`src/design/l2_cache_pkg.sv`:
```
`default_nettype none

package l2_cache_pkg;

	//**************************************************************************
	// Cache geometry
	//**************************************************************************

	localparam int addr_width  = 32;
	localparam int line_width  = 256;
	localparam int offset_bits = 5;   // 32-byte lines.
	localparam int index_bits  = 3;
	localparam int tag_bits    = addr_width - index_bits - offset_bits;
	localparam int num_sets    = 1 << index_bits;

	typedef logic [line_width-1:0] line_t;
	typedef logic [tag_bits-1:0]   tag_t;
	typedef logic [index_bits-1:0] index_t;

	//**************************************************************************
	// Controller states
	//**************************************************************************

	typedef enum logic [1:0]
	{
		hit_idle,    // Waiting for a request.
		hit_check,   // Tag compare on the latched address.
		evict,       // Dirty victim going out.
		allocate     // Refill from memory.
	} l2_state_t;

	//**************************************************************************
	// Request buses
	//**************************************************************************

	// From the L1, held until mem_resp.
	typedef struct packed
	{
		logic                  read;
		logic                  write;
		logic [addr_width-1:0] address;
		line_t                 wdata;
	} l2_req_t;

	// To memory, held until pmem_resp.
	typedef struct packed
	{
		logic                  read;
		logic                  write;
		logic [addr_width-1:0] address;   // Line aligned.
		line_t                 wdata;
	} pmem_req_t;

endpackage

`default_nettype wire

```
`src/design/l2_cache_control.sv`:
```
`timescale 1ns/1ps
`default_nettype none

module l2_cache_control
	import l2_cache_pkg::*;
(
	input  wire         clk,
	input  wire         reset,
	input  wire         mem_read,
	input  wire         mem_write,
	input  wire         pmem_resp,
	input  wire         cache_hit,
	input  wire         dirtyout,
	output logic        pmem_read,
	output logic        pmem_write,
	output logic        mem_resp,
	output logic        datain_mux_sel,
	output logic        write_enable,
	output logic        valid_in,
	output logic        cache_allocate,
	output logic        dirty_datain,
	output logic        pmem_address_sel,
	output logic        addr_reg_load,
	output logic        evict_allocate,
	output logic [31:0] miss_count
);

	l2_state_t state;
	l2_state_t next_state;

	//**************************************************************************
	// Next state
	//**************************************************************************

	always_comb
	begin
		next_state = state;
		case (state)
			hit_idle:
			begin
				if (mem_read || mem_write)
					next_state = hit_check;
			end
			hit_check:
			begin
				if (cache_hit)
					next_state = hit_idle;
				else if (dirtyout)
					next_state = evict;
				else
					next_state = allocate;
			end
			evict:
			begin
				if (pmem_resp)
					next_state = allocate;   // Victim written, now refill.
			end
			allocate:
			begin
				if (pmem_resp)
					next_state = hit_idle;   // Request retried from idle.
			end
			default:
				next_state = hit_idle;
		endcase
	end

	//**************************************************************************
	// State outputs
	//**************************************************************************

	always_comb
	begin
		pmem_read        = 1'b0;
		pmem_write       = 1'b0;
		mem_resp         = 1'b0;
		datain_mux_sel   = 1'b0;
		write_enable     = 1'b0;
		valid_in         = 1'b0;
		cache_allocate   = 1'b0;
		dirty_datain     = 1'b0;
		pmem_address_sel = 1'b0;
		addr_reg_load    = 1'b0;
		evict_allocate   = 1'b0;
		case (state)
			hit_idle:
			begin
				addr_reg_load = 1'b1;
			end
			hit_check:
			begin
				evict_allocate = 1'b1;
				if (cache_hit)
				begin
					mem_resp = 1'b1;
					if (mem_write)
					begin
						// Write hit updates the line and marks it dirty.
						write_enable   = 1'b1;
						valid_in       = 1'b1;
						dirty_datain   = 1'b1;
						datain_mux_sel = 1'b1;
					end
				end
			end
			evict:
			begin
				evict_allocate   = 1'b1;
				pmem_address_sel = 1'b1;   // Victim address.
				pmem_write       = 1'b1;
			end
			allocate:
			begin
				evict_allocate = 1'b1;
				pmem_read      = 1'b1;
				if (pmem_resp)
				begin
					write_enable   = 1'b1;
					valid_in       = 1'b1;
					cache_allocate = 1'b1;   // New tag, clean line.
				end
			end
			default:
			begin
			end
		endcase
	end

	always_ff @(posedge clk)
	begin
		if (reset)
		begin
			state      <= hit_idle;
			miss_count <= '0;
		end
		else
		begin
			state <= next_state;
			if (next_state == allocate && state != allocate)
				miss_count <= miss_count + 32'd1;   // One per refill.
		end
	end

	//**************************************************************************
	// Checks
	//**************************************************************************

	assert property (@(posedge clk) disable iff (reset)
		!(pmem_read && pmem_write));

	// Hit response lasts one cycle.
	assert property (@(posedge clk) disable iff (reset)
		mem_resp |-> cache_hit ##1 !mem_resp);

	assert property (@(posedge clk) disable iff (reset)
		(pmem_read || pmem_write) && !pmem_resp |=> $stable({pmem_read, pmem_write}));

endmodule

`default_nettype wire

```
`src/design/l2_cache_datapath.sv`:
```
`timescale 1ns/1ps
`default_nettype none

module l2_cache_datapath
	import l2_cache_pkg::*;
(
	input  wire                   clk,
	input  wire                   reset,
	input  wire l2_req_t          req,
	input  wire line_t            pmem_rdata,
	input  wire                   addr_reg_load,
	input  wire                   evict_allocate,
	input  wire                   write_enable,
	input  wire                   valid_in,
	input  wire                   dirty_datain,
	input  wire                   datain_mux_sel,
	input  wire                   cache_allocate,
	input  wire                   pmem_address_sel,
	output logic                  cache_hit,
	output logic                  dirtyout,
	output line_t                 mem_rdata,
	output logic [addr_width-1:0] pmem_address,
	output line_t                 pmem_wdata
);

	logic [addr_width-1:0] addr_reg;
	logic [addr_width-1:0] lookup_addr;
	tag_t                  lookup_tag;
	index_t                index;
	line_t                 datain;

	tag_t                  tag_array [num_sets];
	line_t                 data_array [num_sets];
	logic [num_sets-1:0]   valid_array;
	logic [num_sets-1:0]   dirty_array;

	tag_t                  stored_tag;
	logic                  stored_valid;

	//**************************************************************************
	// Address selection
	//**************************************************************************

	always_ff @(posedge clk)
	begin
		if (addr_reg_load)
			addr_reg <= req.address;
	end

	// Live request while idle, latched address otherwise.
	assign lookup_addr = evict_allocate ? addr_reg : req.address;
	assign lookup_tag  = lookup_addr[addr_width-1 -: tag_bits];
	assign index       = lookup_addr[offset_bits +: index_bits];

	//**************************************************************************
	// Arrays
	//**************************************************************************

	assign datain = datain_mux_sel ? req.wdata : pmem_rdata;

	always_ff @(posedge clk)
	begin
		if (write_enable)
			data_array[index] <= datain;
		if (write_enable && cache_allocate)
			tag_array[index] <= lookup_tag;
	end

	always_ff @(posedge clk)
	begin
		if (reset)
		begin
			valid_array <= '0;
			dirty_array <= '0;
		end
		else if (write_enable)
		begin
			valid_array[index] <= valid_in;
			dirty_array[index] <= dirty_datain;
		end
	end

	//**************************************************************************
	// Lookup and output muxes
	//**************************************************************************

	assign stored_tag   = tag_array[index];
	assign stored_valid = valid_array[index];

	assign cache_hit = stored_valid && (stored_tag == lookup_tag);
	assign dirtyout  = stored_valid && dirty_array[index];

	assign mem_rdata  = data_array[index];
	assign pmem_wdata = data_array[index];   // Victim line.

	always_comb
	begin
		if (pmem_address_sel)
			pmem_address = {stored_tag, index, {offset_bits{1'b0}}};
		else
			pmem_address = {lookup_tag, index, {offset_bits{1'b0}}};
	end

	// Lookup must resolve once the valid bits are cleared.
	assert property (@(posedge clk) disable iff (reset)
		!$isunknown(cache_hit));

endmodule

`default_nettype wire

```
`src/design/l2_cache.sv`:
```
`timescale 1ns/1ps
`default_nettype none

module l2_cache
	import l2_cache_pkg::*;
(
	input  wire              clk,
	input  wire              reset,
	input  wire l2_req_t     req,
	input  wire line_t       pmem_rdata,
	input  wire              pmem_resp,
	output line_t            mem_rdata,
	output logic             mem_resp,
	output pmem_req_t        pmem_req,
	output logic [31:0]      miss_count
);

	logic                  pmem_read;
	logic                  pmem_write;
	logic                  datain_mux_sel;
	logic                  write_enable;
	logic                  valid_in;
	logic                  cache_allocate;
	logic                  dirty_datain;
	logic                  pmem_address_sel;
	logic                  addr_reg_load;
	logic                  evict_allocate;
	logic                  cache_hit;
	logic                  dirtyout;
	logic [addr_width-1:0] pmem_address;
	line_t                 pmem_wdata;

	l2_cache_control u_control
	(
		.clk              (clk),
		.reset            (reset),
		.mem_read         (req.read),
		.mem_write        (req.write),
		.pmem_resp        (pmem_resp),
		.cache_hit        (cache_hit),
		.dirtyout         (dirtyout),
		.pmem_read        (pmem_read),
		.pmem_write       (pmem_write),
		.mem_resp         (mem_resp),
		.datain_mux_sel   (datain_mux_sel),
		.write_enable     (write_enable),
		.valid_in         (valid_in),
		.cache_allocate   (cache_allocate),
		.dirty_datain     (dirty_datain),
		.pmem_address_sel (pmem_address_sel),
		.addr_reg_load    (addr_reg_load),
		.evict_allocate   (evict_allocate),
		.miss_count       (miss_count)
	);

	l2_cache_datapath u_datapath
	(
		.clk              (clk),
		.reset            (reset),
		.req              (req),
		.pmem_rdata       (pmem_rdata),
		.addr_reg_load    (addr_reg_load),
		.evict_allocate   (evict_allocate),
		.write_enable     (write_enable),
		.valid_in         (valid_in),
		.dirty_datain     (dirty_datain),
		.datain_mux_sel   (datain_mux_sel),
		.cache_allocate   (cache_allocate),
		.pmem_address_sel (pmem_address_sel),
		.cache_hit        (cache_hit),
		.dirtyout         (dirtyout),
		.mem_rdata        (mem_rdata),
		.pmem_address     (pmem_address),
		.pmem_wdata       (pmem_wdata)
	);

	// Memory bus.
	assign pmem_req = '{
		read:    pmem_read,
		write:   pmem_write,
		address: pmem_address,
		wdata:   pmem_wdata
	};

endmodule

`default_nettype wire

```
`config.mk`:
```
export PLATFORM = sky130hd
export DESIGN_NAME = l2_cache
export DESIGN_NICKNAME = d
export VERILOG_FILES = /design/src/design/l2_cache_pkg.sv /design/src/design/l2_cache_control.sv /design/src/design/l2_cache_datapath.sv /design/src/design/l2_cache.sv
export SDC_FILE = /design/constraint.sdc
export NUM_CORES = 2
export LEC_CHECK = 0
export BUFFER_PORTS_ARGS = -buffer_cell sky130_fd_sc_hd__buf_2
export CAP_MARGIN = 15
export CORE_MARGIN = 10
export CORE_UTILIZATION = 41
export DETAILED_ROUTE_END_ITERATION = 8
export GPL_TIMING_DRIVEN = 0
export HOLD_SLACK_MARGIN = 0.06
export PLACE_DENSITY = 0.72
export SYNTH_ARGS = -nofsm -noshare
export SYNTH_HDL_FRONTEND = slang
export SYNTH_SLANG_ARGS = --single-unit
```
`constraint.sdc`:
```
create_clock -name clk -period 42.7 [get_ports clk]
set_input_delay 6.405 -clock clk [delete_from_list [all_inputs] [get_ports clk]]
set_output_delay 6.405 -clock clk [all_outputs]
set_load 0.005 [all_outputs]
```
# Word level (Yosys, flattened, before mapping)
# Memory sizes are Yosys's and may differ from the RTL's.
# Index checks and enable logic that the tools add are counted.
# W data, S select, Z words.
[word_totals]
inputBits = 549
mem_bits_rw = 2240
mem_count = 2
wordCells = 57
register_bits = 82
output_inout_bits = 579
[classes]
n_reduce_logical = 8
mux = 33
n_lt_le_gt_ge = 2
n_eq_ne = 6
n_addsub = 1
[memory_table]
columns = ["name", "words", "width", "read_ports", "rd_clocked_by_memory_dff", "write_ports", "line", "text"]
rows = [
  ["u_datapath.data_array", 8, 256, 1, 0, 1, "l2_cache_datapath.sv:33", "line_t data_array [num_sets];"],
  ["u_datapath.tag_array", 8, 24, 1, 0, 1, "l2_cache_datapath.sv:32", "tag_t tag_array [num_sets];"],
]
[ops]
columns = ["op", "count"]
rows = [
  ["$mux W256", 1],
  ["$mux W32", 2],
  ["$add A32 B1 Y32 const B", 1],
  ["$eq A24 B24 Y1", 1],
  ["$mux W1", 19],
  ["$bwmux W8", 2],
  ["$mux W2", 4],
  ["$pmux W2 S4", 1],
  ["$bmux W1 S3", 2],
  ["$eq A2 B2 Y1 const B", 3],
  ["$logic_and A1 B1 Y1", 5],
  ["$lt A3 B4 Y1 const B", 1],
  ["$demux W1 S3", 1],
  ["$ge A3 B1 Y1 const B", 1],
  ["$reduce_or A3 Y1", 1],
  ["$eq A2 B1 Y1 const B", 1],
  ["$logic_not A2 Y1", 1],
  ["$ne A2 B2 Y1 const B", 1],
  ["$pmux W1 S2", 1],
  ["$logic_or A1 B1 Y1", 1],
]

# Longest topological paths before layout
[depth]
ltp_word = 12
ltp_mapped = 18
ltp_nobuf = 11

# Cells and area by module
# A second synthesis with hierarchy kept.
[unflattened]
hier_cells = 5712
area_unflattened_um2 = 90739.5
[by_module_without_submodules]
columns = ["module", "cells_per_inst", "area_per_inst_um2", "instances", "seq_area_each_um2"]
rows = [
  ["l2_cache_datapath", 5509, 89029.1, 1, 68395.6],
  ["l2_cache_control", 201, 1695.4, 1, 680.7],
  ["l2_cache", 2, 15.0, 1, 0.0],
]

# Least setup slack after synthesis
# No wires, ideal clock.
[synth_path]
kind = "input-to-reg"
startpoint = "input port req[261] in the netlist's numbering"
endpoint = "memory u_datapath.data_array[0][0] in the netlist's numbering, enable pin"
required_time_ns = 41.742
t_arrival_ns = 21.465
cell_stages = 15
setup_slack_ns = 20.276
n_path_buf = 5
setup_time_ns = 0.958
cell_sequence = "buf_2 > or3b_1 > buf_2 > a21oi_1 > o21a_1 > or4_1 > xnor2_1 > or4_1 > or2_2 > nor2_1 > nand3_1 > buf_2 > buf_6 > buf_2 > a21oi_1"
[synth_between]
elab_chain_len = 8
elab_cells_between_ends = 10
classes_between = "eq/ne: 1; mux: 7; reduce/logical: 1; memory: 1"
[synth_lines]
columns = ["element", "line", "text"]
rows = [
  ["start, declared", "l2_cache.sv:9", "input wire l2_req_t req,"],
  ["$mux W32 *", "l2_cache_datapath.sv:51", "assign lookup_addr = evict_allocate ? addr_reg : req.address;"],
  ["$mem_v2 Z8 W24 / $bmux W1 S3 (equally long branches)", "n/a", ""],
  ["$eq A24 B24 Y1 / $mux W1 (equally long branches)", "l2_cache_datapath.sv:90, l2_cache_datapath.sv:88", ""],
  ["$logic_and A1 B1 Y1", "l2_cache_datapath.sv:90", "assign cache_hit = stored_valid && (stored_tag == lookup_tag);"],
  ["$mux W1", "l2_cache_control.sv:93", "if (cache_hit)"],
  ["$pmux W1 S2", "l2_cache_control.sv:85", "case (state)"],
  ["$mux W1", "l2_cache_datapath.sv:63", "if (write_enable)"],
  ["$mux W1 (not written as such)", "l2_cache_datapath.sv:64", "data_array[index] <= datain;"],
  ["end, declared", "l2_cache_datapath.sv:33", ""],
]
# Mark *: on every way between the ends. The rest lies on a longest branch, timed or not. The select of a mux whose other input is x is not followed.

==> out/results.md <==
### Outcome
* finished clean — run status

### Global route
* 26.7% — total global routing track utilization
* 0 — gr ovfl total
* 460 mm — global-route wire length before repair
* 59 — antenna violations before repair
* 37 — maximum number of pins on one net before global-route repair
* 58368 — vias in the first global route

### Detailed routing
* 5.85 — via density per instance
* 0 — Antenna Violating Nets Remaining
* 59701 — via count
* 8 — first-pass iteration count of the detailed router
* 33.4 um — wire per inst
* 341 mm — total detailed-routing wirelength
* 8373 — Iteration-0 DRC Markers
* 0 — DRC errors left

### Logic synthesis
* 5503 — instance count of the mapped netlist
* 16.7 um2 — average cell area after synthesis
* edfxtp_1 — library cell with the highest instance count after synthesis
* 2317 — register bit total from synthesis
* 0 — number of warnings issued by yosys
* 2267 x edfxtp_1, 404 x a22oi_1, 314 x nand2_1 — leading cell types by count after synthesis
* 2267 — number of enable flip-flop cells after synthesis
* 75.2% — proportion of synthesized chip area in sequential cells
* edfxtp_1 — leading register cell type out of synthesis
* 74 — number of unique standard cell types used by synthesis
* edfxtp_1 — largest area contributor in the synthesized netlist
* 74.1% — area fraction of the dominant cell type after synthesis
* 0% — fraction of registers with async set or reset after synthesis
* 91800 um2 — Mapped Area
* edfxtp_1 74%, a22oi_1 3.3%, mux2_4 2.9%, buf_4 2.2%, a221oi_1 2.2% — top post-synthesis cells by area

### Setup path
* 12 — largest fanout on the critical path
* u_control.state[0]$_SDFF_PP0_ — launch point of the worst reg-to-reg path
* 0.93 ns — peak per-stage delay on the critical path
* primary output — Worst Setup End Kind
* 24 — reg2reg path depth
* 35.46 ns — flop-to-flop setup slack
* 12.05 ns — endpoint arrival time on the critical path
* 16 — number of gates on the worst path with buffers counted
* clkbuf_1 — Critical Path Slowest Stage Cell
* buffers and inverters — dominant delay contributor by cell family on the critical path
* primary input — CP Launch Type
* 36.29 ns — required time worst endpoint
* in2out — classification of the worst setup path
* buf_2 > buf_2 > nor3b_4 > nor2_2 > inv_1 > buf_2 > buf_2 > clkbuf_2 > nor2_1 > clkbuf_2 > clkbuf_1 > clkbuf_1 > a22oi_1 > nand3_1 > buf_4 > buf_2 — chain of cells forming the critical path
* u_datapath.data_array[2][164]$_DFFE_PP_ — worst flop-to-flop path endpoint
* 11 — worst path buffer plus inverter count
* pmem_req[123] — CP Capture Point
* req[261] — Critical Path Start
* buf_2 — cell with the most instances on the worst path

### Timing
* 0 — count of pins over their slew limit
* 0.0889 ns — Max Clock Skew
* 16.0% — max_slew headroom
* false — unrepaired setup endpoints after global routing
* 0 ns — Total Neg Setup Slack
* 18.45 ns — minimum clock period after layout
* 0.0542 GHz — achievable frequency
* 43.2% — final worst path period share
* 1.26 ns — Least-Margin Pin Slew
* 0 — count of endpoints failing setup in the final report
* 0 — Final Hold Fails

### Clock tree
* 2317 — clk sink count
* yes — CTS tree
* 227 — number of clock buffers inserted by TritonCTS
* 4 — CTS HTree Levels
* 0.89 ns — insertion delay of the later-clocked pin in the worst-skew pair
* 0 — setup repair bufs after CTS
* 0.06 ns — clock edge transition at the registers on the reported setup and hold paths
* clkbuf_16 — root buffer cell
* 0 — cts-stage hold buffer count
* 0 — PostCTS Resize Cnt
* 3 — buffer depth of the longest clock path

### Hold path
* reg2reg — class of the most critical hold timing path
* 2 — number of cells on the worst hold path

### Floorplanning
* 493 um — die height
* 493 um — die boundary width
* 223000 um2 — area of the core
* 243000 um2 — die outline area
* 173 — # rows
* 41.3% — starting density of the core
* 1128 — # IOs

### Layout
* u_datapath.data_array: 2048 flops, u_datapath.tag_array: 192 flops, u_control.miss_count: 32 flops — top flop regs
* 22.1% — Area Growth Syn to Fin
* 19200 um2 — area of combinational cells with multiple inputs
* 31.7% — share of layout cells above drive strength 1
* 112000 um2 — finished layout cell area
* 69100 um2 — area of all sequential standard cells
* 18256 — number of inserted filler cells in the final layout
* 7541 — number of nets in the final layout
* 2048 — max FFs per register
* u_datapath.data_array — register name with the most flops

### Placed design
* 1117 — total of buffers placed on input and output ports
* 104000 um2 — Post-DP Area
* 246 mm — DP Wirelength
* 0.919 — routability congestion estimate from global placement

### Power and ir drop
* 0.0399 uW — reported leakage power
* 48.8 nW/um2 — power density of the placed cells
* 39.0 uV — peak supply drop

### Job
* 0 — max capacitance violation total

worst reg2reg max path: stages (launching register included):
cell and delay [ns]:
dfxtp_1 0.32, buf_4 0.17, or2_4 0.26, inv_2 0.15, buf_2 0.31, buf_2 0.34, buf_2 0.71, nand2_1 0.17
nand2_1 0.35, nor4_1 0.15, or2_2 0.29, nor4_1 0.35, nand4_1 0.19, nor2_1 0.18, nand3_1 0.24, buf_2 0.28
buf_6 0.18, buf_2 0.28, a21oi_4 0.67, buf_12 0.29, buf_16 0.20, buf_16 0.20, buf_16 0.19, buf_12 0.22
buf_12 0.24
stage by stage:
| stage | setup WS (ns) | util (%) | hold slack, ns | power [uW] | instances |
|---|---|---|---|---|---|
| final | 24.25 | 50.4 | 0.492 | 5480 | 10211 |
| after global routing | 24.14 | 50.4 | 0.503 | 5630 | 10185 |
| after CTS | 24.29 | 50.3 | 0.487 | 5490 | 10162 |
| after detailed placement | 24.29 | 46.9 | 0.474 | 3470 | 9737 |
| after global placement | 4.19 | 45.5 | 0.466 | 3460 | 9599 |
| after floorplan | 20.28 | - | 0.453 | 3010 | 5507 |
where the power goes:
part           leakage [uW]  total, uW  internal [uW]  switching, uW
Clock               0.00369       2050           1170            885
Sequential           0.0208       2520           2520           4.32
Combinational        0.0154        903            341            562
how the worst min path moves through the flow:
stage / end / from / slack, ns
global placement: u_datapath.dirty_array[2]$_SDFFE_PP0P_ / u_datapath.dirty_array[2]$_SDFFE_PP0P_ / 0.47
global route: u_datapath.dirty_array[0]$_SDFFE_PP0P_ / u_datapath.dirty_array[0]$_SDFFE_PP0P_ / 0.50
CTS: u_datapath.dirty_array[7]$_SDFFE_PP0P_ / u_datapath.dirty_array[7]$_SDFFE_PP0P_ / 0.49
finish: u_datapath.dirty_array[1]$_SDFFE_PP0P_ / u_datapath.dirty_array[1]$_SDFFE_PP0P_ / 0.49
detailed placement: u_datapath.dirty_array[7]$_SDFFE_PP0P_ / u_datapath.dirty_array[7]$_SDFFE_PP0P_ / 0.47
floorplan: u_datapath.dirty_array[7]$_SDFFE_PP0P_ / u_datapath.dirty_array[7]$_SDFFE_PP0P_ / 0.45
cells by family after synthesis:
kind of cell               count (synthesis)  synth area share (%)
adders and majority gates                  1                0.0136
muxes                                    453                  6.03
other                                      1               0.00408
AOI/OAI and AO/OA                       1246                  10.3
xor gates and xnor gates                   9                0.0859
and+or+nand+nor                          836                  4.32
DFF                                     2317                  75.2
buffers and inverters                    640                  4.04
placed cells by master (no fill, tap or decap), types with 14 or more instances in the layout:
cell type / instances
or4_1: 19
a221oi_1: 226
or3_1: 24
buf_12: 82
o221ai_1: 55
buf_4: 275
and3_1: 29
buf_6: 28
clkinv_2: 35
buf_1: 17
clkbuf_1: 281
inv_1: 22
buf_16: 40
a21oi_1: 196
nand2_1: 314
bufinv_16: 29
a22oi_1: 404
buf_8: 16
diode_2: 49
mux2_2: 97
nor2_1: 79
mux2_4: 176
a211oi_1: 19
dfxtp_1: 50
buf_2: 1167
clkbuf_2: 14
nand3_1: 239
nand4_1: 15
mux2i_1: 177
o21ai_0: 58
nor4_1: 22
clkbuf_16: 228
clkinv_1: 49
o31ai_1: 15
edfxtp_1: 2267
nor3_1: 35
a22o_1: 168
layer usage:
layer  global-route usage, %  vias to the layer above  routed length (um)
met2                    42.5                     3972              159000
met3                    6.55                      567               34800
met1                    34.4                    30125              129000
met4                    12.7                       20               18000
li1                        -                    25017                   -
met5                       0                        -                 129
layout make-up:
| cell class | count | share of cell area [%] |
|---|---|---|
| Sequential cell | 2317 | 61.6 |
| Multi-Input combinational cell | 2550 | 17.1 |
| Timing Repair Buffer | 1255 | 7.65 |
| Clock buffer | 277 | 5.26 |
| Tap cell | 2975 | 3.32 |
| Buffer | 617 | 3.25 |
| Clock inverter | 148 | 1.59 |
| Antenna cell | 49 | 0.109 |
| Inverter | 23 | 0.0770 |
Power figures use the tool's default switching activity.
